### src/tenyr_cfg.svh
`ifndef TENYR_CFG_SVH
`define TENYR_CFG_SVH

// Size of the block RAM in 32-bit words.
// The RAM region on the data bus runs from address 0 up to this value.
`define RAM_WORDS 1024

// Word addresses of the memory-mapped devices.
// They sit inside the RAM range, and the top level gives them priority.
`define SEG7_ADDR 32'h100
`define LED_ADDR 32'h101
`define SEGMASK_ADDR 32'h102

// Clock cycles that each display digit stays lit.
// Any value of 2 or more works, and a small one keeps simulation short.
`define SEG7_SCAN_DIV 4

`endif

### src/mmr.sv
module mmr #(
    parameter logic [31:0]      ADDR    = 32'h0,
    parameter int               WIDTH   = 32,
    parameter logic [WIDTH-1:0] DEFAULT = '0
) (
    input  logic             clk,
    input  logic             reset,
    input  logic             rw,
    input  logic [31:0]      addr,
    input  logic [31:0]      wdata,
    output logic [31:0]      rdata,
    output logic             hit,
    output logic [WIDTH-1:0] val
);

    logic match;

    assign match = (addr == ADDR);

    // The hit flag only moves on read cycles.
    // That keeps a read result on the bus until the next read.
    always_ff @(posedge clk) begin
        if (reset) begin
            val <= DEFAULT;
            hit <= 1'b0;
        end else if (rw) begin
            if (match) begin
                val <= wdata[WIDTH-1:0];
            end
        end else begin
            hit <= match;
        end
    end

    // Readback is zero extended to the full bus width.
    always_ff @(posedge clk) begin
        if (!rw && match) begin
            rdata <= 32'(val);
        end
    end

    a_rw_known: assert property (
        @(posedge clk) disable iff (reset) !$isunknown(rw)
    ) else $error("mmr: rw is unknown on the data bus");

endmodule

### config.mk
export PLATFORM = sky130hd
export DESIGN_NAME = mmr
export DESIGN_NICKNAME = d
export VERILOG_FILES = /design/src/tenyr_cfg.svh /design/src/mmr.sv
export SDC_FILE = /design/constraint.sdc
export NUM_CORES = 1
export LEC_CHECK = 0
export ABC_AREA = 1
export BUFFER_PORTS_ARGS = -buffer_cell sky130_fd_sc_hd__buf_2
export CAP_MARGIN = 20
export CELL_PAD_IN_SITES_DETAIL_PLACEMENT = 1
export CELL_PAD_IN_SITES_GLOBAL_PLACEMENT = 2
export CORE_MARGIN = 1.5
export CORE_UTILIZATION = 26
export CTS_CLUSTER_DIAMETER = 200
export CTS_CLUSTER_SIZE = 40
export DETAILED_ROUTE_END_ITERATION = 10
export PLACE_DENSITY_LB_ADDON = 0.1
export RECOVER_POWER = 50
export SLEW_MARGIN = 20
export SYNTH_ARGS = -nofsm -noshare
export SYNTH_HDL_FRONTEND = slang
export SYNTH_SLANG_ARGS = --single-unit
### constraint.sdc
create_clock -name clk -period 6.4 [get_ports clk]
set_input_delay 0.96 -clock clk [delete_from_list [all_inputs] [get_ports clk]]
set_output_delay 0.96 -clock clk [all_outputs]
set_load 0.1 [all_outputs]
==> load_flow_metrics.sql, run 1 <==
INSERT INTO impl_metrics (metric_group, metric, value, unit) VALUES
('drt', 'post-route-drc-count', '0', ''),
('setup_path', 'crit-reg2reg-capture', 'val[0]', ''),
('synth', 'syn_area_per_cell', '9.16', 'sq um'),
('timing', 'timing_max_transition_violations_final', '0', ''),
('synth', 'yosys_warnings', '0', ''),
('synth', 'synth_sequential_area_ratio', '63.5', '%'),
('floorplan', 'die-height', '102', 'um'),
('placed_design', 'dpl_cell_area', '3290', 'sq um'),
('synth', 'syn_inst', '279', ''),
('drt', 'route.detailed.wl_per_inst', '12.0', 'um'),
('setup_path', 'cp.required', '6.41', 'ns'),
('setup_path', 'cp-end-kind', 'register', ''),
('timing', 'grt_setup_unrepaired', 'false', ''),
('clock_network', 'post_cts_gate_resize_count', '0', ''),
('clock_network', 'cts.sink_count', '65', ''),
('floorplan', 'boundaryPins', '132', ''),
('floorplan', 'die_width', '102', 'um'),
('floorplan', 'dieArea', '10400', 'sq um'),
('synth', 'synth.area.top_cells', 'edfxtp_1 38%, dfxtp_1 26%, nor2_1 7.6%', ''),
('drt', 'drtPass1Iterations', '4', ''),
('floorplan', 'initial_util', '27.3', '%'),
('placed_design', 'hpwl', '4360', 'um'),
('drt', 'ant_nets_after_route', '0', ''),
('setup_path', 'timing.critical_path.fanout_max', '65', ''),
('synth', 'post-synth-top-area-cell', 'edfxtp_1', ''),
('cells_and_area', 'design_area', '3420', 'sq um'),
('clock_network', 'cts_max_path_buffers', '2', ''),
('timing', 'worst_slew_margin_rel', '19.3', '%'),
('drt', 'via_count_of_the_routed_design', '2247', ''),
('synth', 'synth-seq-cells', '65', ''),
('clock_network', 'clock_tree.root_cell', 'clkbuf_8', ''),
('cells_and_area', 'finalNonFillerCells', '541', ''),
('synth', 'netlist_area', '2550', 'sq um'),
('clock_network', 'cts_tree', 'done', ''),
('job', 'max_cap_violations', '0', ''),
('setup_path', 'worstPathArrival', '3.08', 'ns'),
('clock_network', 'cts.clk_slew.worst_paths', '0.07', 'ns'),
('clock_network', 'cts_setup_buffers', '0', ''),
('grt', 'grt_pass1_vias', '2163', ''),
('setup_path', 'r2r_start', 'val[0]', ''),
('floorplan', 'num_rows', '35', ''),
('setup_path', 'path_class', 'input pin to register', ''),
('setup_path', 'reg2regPathDepth', '2', ''),
('cells_and_area', 'multi_input_gate_area_in_the_final_layout', '697', 'sq um'),
('timing', 'worst_clk_skew', '0.00778', 'ns'),
('clock_network', 'ctsHoldBuffers', '0', ''),
('timing', 'setup_viol_count_final', '0', ''),
('hold_path', 'min_delay_path_depth', '0', ''),
('status', 'run_status', 'finished clean', ''),
('hold_path', 'timing.hold.worst.class', 'register to register', ''),
('grt', 'grt_start_max_net_pins', '67', ''),
('hold_path', 'worstHoldStart', 'val[28]', ''),
('hold_path', 'worst_hold_path.endpoint', 'rdata[28]', ''),
('power', 'power.leakage', '1.43', 'nW'),
('cells_and_area', 'n_fill_cell', '1208', ''),
('power', 'power_density', '236', 'nW/um^2'),
('synth', 'distinct_cells_synth', '12', ''),
('synth', 'synthDominantCellAreaShare', '37.6', '%'),
('cells_and_area', 'commonest_non_fill_non_tap_cell_in_the_layout', 'buf_2', ''),
('grt', 'grtUsageTotal', '13.0', '%'),
('timing', 'hold-worst-slack', '0.457', 'ns'),
('placed_design', 'pre_cts_ws', '2.90', 'ns'),
('cells_and_area', 'mostFrequentLayoutCells', '82 x buf_2, 52 x nor2_1, 51 x clkbuf_1, 44 x nand2_1, 34 x inv_1', ''),
('timing', 'fin_tns_setup', '0', 'ns'),
('placed_design', 'port-buffer-count', '131', ''),
('timing', 'hold_violations', '0', ''),
('cells_and_area', 'finish.net_count', '474', ''),
('clock_network', 'cts_htree_levels', '3', ''),
('drt', 'detail_route.wirelength', '6510', 'um'),
('timing', 'fmax', '0.325', 'GHz'),
('placed_design', 'routabilityCongestion', '0.682', '');
-- report_power, final --
part | switching [mW] | internal [mW] | total (mW)
Combinational | 0.0219 | 0.0198 | 0.0417
Clock | 0.154 | 0.180 | 0.334
Sequential | 0.0000000000800 | 0.432 | 0.432
-- synth_stat cells (all sizes together) --
library cell,count
nor2,53
inv,35
nand2,44
a21oi,33
nand3,32
dfxtp,33
clkbuf,4
buf,13
edfxtp,32
-- per-stage QoR --
step / utilization [%] / power (mW)
6_report: 36.4 / 0.807
5_1_grt: 36.4 / 0.847
3_3_place_gp: 35.1 / 0.484
2_1_floorplan: - / 0.460
3_5_place_dp: 35.1 / 0.484
4_1_cts: 37.1 / 0.826
-- state kept, by name, indices dropped and copies added (netlist names) --
| register | count |
|---|---|
| rdata | 32 |
| val | 32 |
| hit | 1 |
-- final cells by class --
type                       instances  area share (%)
multi-input combinational        162            20.4
inverter                          35            3.85
timing repair buffer             134            18.1
sequential                        65            47.5
tap                              129            4.73
clock inverter                     5            1.65
clock buffer                      11            3.85
-- cell families (layout without fill, tap and decap cells) --
kind of cell / Yosys count / in the layout / synth area share (%)
compound gates: 33 / 33 / 6.46
flops: 65 / 65 / 63.5
simple gates: 129 / 129 / 20.6
buf+inv: 52 / 185 / 9.45
-- how the worst max path moves through the flow --
stage | from | endpoint | slack, ns | cells past startpoint
after floorplan | addr[31] | rdata[0] | 3.74 | 8
after global placement | addr[3] | rdata[1] | 2.96 | 10
after detailed placement | addr[1] | rdata[1] | 2.90 | 10
after CTS | addr[31] | rdata[7] | 3.26 | 10
after global routing | addr[9] | rdata[11] | 3.09 | 10
final | addr[31] | rdata[30] | 3.33 | 10
-- worst max-delay path: stages --
cell and delay [ns]:
buf_2 0.09, nor2_1 0.09, nand2_1 0.06, nor2_1 0.11, nand2_1 0.10, nor2_4 0.10, buf_4 0.53, nand2_1 0.14
inv_1 0.49, buf_4 0.40
-- metal layers --
layer	global-route usage, %	vias up	wire, um
li1	-	1145	-
met1	16.0	1020	2860
met2	21.0	74	3070
met3	4.31	8	500
met4	5.37	0	82
met5	0	-	0
Power figures use the tool's default switching activity.
==> inputs of run 2 (changes only) <==
--- a/config.mk
+++ b/config.mk
@@ -11,7 +11,7 @@
 export CELL_PAD_IN_SITES_DETAIL_PLACEMENT = 1
 export CELL_PAD_IN_SITES_GLOBAL_PLACEMENT = 2
 export CORE_MARGIN = 1.5
-export CORE_UTILIZATION = 26
+export CORE_UTILIZATION = 25
 export CTS_CLUSTER_DIAMETER = 200
 export CTS_CLUSTER_SIZE = 40
 export DETAILED_ROUTE_END_ITERATION = 10
==> constraint.sdc (replaced) <==
create_clock -name clk -period 3.1 [get_ports clk]
set_input_delay 0.465 -clock clk [delete_from_list [all_inputs] [get_ports clk]]
set_output_delay 0.465 -clock clk [all_outputs]
set_load 0.1 [all_outputs]
==> run 2 against run 1 <==
First-iteration DRC count fell by 3.4%. Largest cell class unchanged. Worst hold slack got worse by 0.16 ns. Die area increased by 3.9%. Worst setup slack lost 2.3 ns. Critical path type is now register to primary output.
==> load_flow_metrics.sql, run 2 (synthesis results as in run 1) <==
INSERT INTO impl_metrics (metric_group, metric, value, unit) VALUES
('setup_path', 'critical_path.startpoint', 'rdata[28]', ''),
('grt', 'grt_start_max_net_pins', '41', ''),
('setup_path', 'worstSetupStartpointType', 'register', ''),
('floorplan', 'num_rows', '36', ''),
('cells_and_area', 'reg.largest.list', 'rdata x32, val x32, hit x1', ''),
('power', 'power_density', '501', 'nW/um^2'),
('clock_network', 'clock_tree.root_cell', 'clkbuf_8', ''),
('floorplan', 'boundaryPins', '132', ''),
('timing', 'worst_slew_margin_rel', '19.5', '%'),
('setup_path', 'cp.required', '2.63', 'ns'),
('timing', 'fmax', '0.494', 'GHz'),
('timing', 'grt_setup_unrepaired', 'false', ''),
('timing', 'final_worst_path_period_need', '2.03', 'ns'),
('power', 'power.leakage', '1.55', 'nW'),
('floorplan', 'dieArea', '10800', 'sq um'),
('setup_path', 'path_class', 'register to primary output', ''),
('clock_network', 'cts-buffers-inserted', '9', ''),
('setup_path', 'r2r_start', 'val[12]', ''),
('cells_and_area', 'areaGrowthSynthToFinish', '36.9', '%'),
('timing', 'hold-worst-slack', '0.292', 'ns'),
('cells_and_area', 'commonest_non_fill_non_tap_cell_in_the_layout', 'buf_2', ''),
('setup_path', 'cp-end-kind', 'primary output', ''),
('clock_network', 'post_cts_gate_resize_count', '0', ''),
('setup_path', 'worstPathArrival', '1.56', 'ns'),
('placed_design', 'routabilityCongestion', '0.675', ''),
('clock_network', 'cts.sink_count', '65', ''),
('placed_design', 'port-buffer-count', '131', ''),
('clock_network', 'cts_max_path_buffers', '2', ''),
('cells_and_area', 'finish.net_count', '478', ''),
('timing', 'setup_viol_count_final', '0', ''),
('hold_path', 'worstHoldStart', 'reset', ''),
('drt', 'detail_route.wirelength', '6810', 'um'),
('clock_network', 'cts_tree', 'done', ''),
('setup_path', 'timing.critical_path.slowest_stage_cell', 'clkbuf_1', ''),
('timing', 'finalCritPeriodShare', '65.3', '%'),
('drt', 'route.detailed.wl_per_inst', '12.4', 'um'),
('grt', 'globalRoute.totalOverflow', '0', ''),
('cells_and_area', 'num_antenna_cells', '0', ''),
('timing', 'max_slew.worst_pin.slew', '1.21', 'ns'),
('power', 'intPower', '1.38', 'mW'),
('grt', 'grt_pass1_vias', '2208', ''),
('power', 'power.switching', '0.369', 'mW'),
('job', 'max_cap_violations', '0', ''),
('grt', 'antenna_found_initial', '0', ''),
('drt', 'via_count_of_the_routed_design', '2247', ''),
('floorplan', 'initial_util', '25.9', '%'),
('clock_network', 'cts_setup_buffers', '0', ''),
('clock_network', 'cts_htree_levels', '3', ''),
('timing', 'fin_tns_setup', '0', 'ns'),
('timing', 'timing_max_transition_violations_final', '0', ''),
('floorplan', 'die_width', '104', 'um'),
('hold_path', 'timing.hold.worst.class', 'input pin to register', ''),
('power', 'switching_power_as_a_share_of_total_power', '21.1', '%'),
('drt', 'initialDrtViolationCount', '56', ''),
('setup_path', 'timing.critical_path.buf_inv', '1', ''),
('power', 'seq_power_share', '50.9', '%'),
('placed_design', 'hpwl', '4910', 'um'),
('cells_and_area', 'finalNonFillerCells', '549', ''),
('setup_path', 'timing.critical_path.fanout_max', '1', ''),
('cells_and_area', 'post_route_cells_drive_above_1_share', '30.8', '%'),
('setup_path', 'largest_incremental_delay_on_the_critical_path', '0.89', 'ns'),
('clock_network', 'worst_skew_pair.late_latency', '0.33', 'ns'),
('setup_path', 'critical-path-top-delay-family', 'buffers and inverters', ''),
('power', 'clkPwrFrac', '44.0', '%'),
('timing', 'hold_violations', '0', ''),
('clock_network', 'cts.clk_slew.worst_paths', '0.07', 'ns'),
('clock_network', 'ctsHoldBuffers', '0', ''),
('timing', 'worst_clk_skew', '0.00785', 'ns'),
('power', 'worst_ir_drop_vdd', '0.181', 'mV'),
('cells_and_area', 'mostFrequentLayoutCells', '107 x buf_2, 53 x nor2_1, 44 x nand2_1, 35 x inv_1', ''),
('floorplan', 'design.core.area', '9860', 'sq um'),
('drt', 'ant_nets_after_route', '0', ''),
('status', 'run_status', 'finished clean', ''),
('power', 'p_comb_share', '5.1', '%'),
('drt', 'post-route-drc-count', '0', ''),
('grt', 'grt_pass1_wl', '10900', 'um'),
('drt', 'via_per_inst', '4.09', ''),
('placed_design', 'numPlacedInstances', '533', ''),
('grt', 'grtUsageTotal', '12.8', '%'),
('drt', 'drtPass1Iterations', '7', ''),
('floorplan', 'die-height', '104', 'um'),
('setup_path', 'critical_path_cell_sequence', 'clkbuf_1', '');
## run 2: changes by cell type in the layout (fill, tap and decap cells not counted), sizes merged
cell	before	now
clkinv	3	4
buf	85	114
clkbuf	60	34
clkinvlp	1	0
bufinv	1	2
## run 2: worst reg2reg max path, delay by kind of cell (launching register included)
family          cells  cell delay [ns]
compound gates      1             0.13
flops               1             0.33
simple gates        1             0.06
## run 2: stage by stage
stage                     instance area [sq um]  total power [mW]  setup slack (ns)  util [%]
after detailed placement                   3320              1.00             0.949      33.7
after global routing                       3500              1.83              1.03      35.5
after CTS                                  3530              1.78              1.31      35.8
after floorplan                            2550             0.950             0.937         -
final                                      3500              1.75              1.07      35.5
after global placement                     3320              1.00              1.02      33.7
## run 2: path summary, 6_finish.rpt
check             slack [ns]  depth (start not counted)         to
setup / recovery        1.07                          1  rdata[28]
hold / removal          0.29                          2        hit
setup reg to reg        2.48                          2    val[12]
hold reg to reg         0.46                          0  rdata[18]
## run 2: layout make-up
type                    count  area [sq um]
multi-input cells         162           689
fillers                  1226          6370
flip-flops and latches     65          1620
clock buffers              10           128
inverters                  35           131
clock inverters             6          82.6
repair buffers            138           678
well taps                 133           166
## run 2: power groups by stage
stage	sequential, mW	combinational [mW]	clock, mW
3_5_place_dp	0.911	0.0912	0
4_1_cts	0.891	0.0915	0.801
3_3_place_gp	0.911	0.0903	0
5_1_grt	0.891	0.103	0.831
6_report	0.892	0.0893	0.771
2_1_floorplan	0.911	0.0388	0
## run 2: metal layers
| layer | global-route usage (%) | vias up | wire length [um] |
|---|---|---|---|
| li1 | - | 1156 | - |
| met1 | 15.0 | 1001 | 2980 |
| met2 | 21.3 | 79 | 3280 |
| met3 | 3.70 | 11 | 420 |
| met4 | 6.55 | 0 | 134 |
| met5 | 0 | - | 0 |
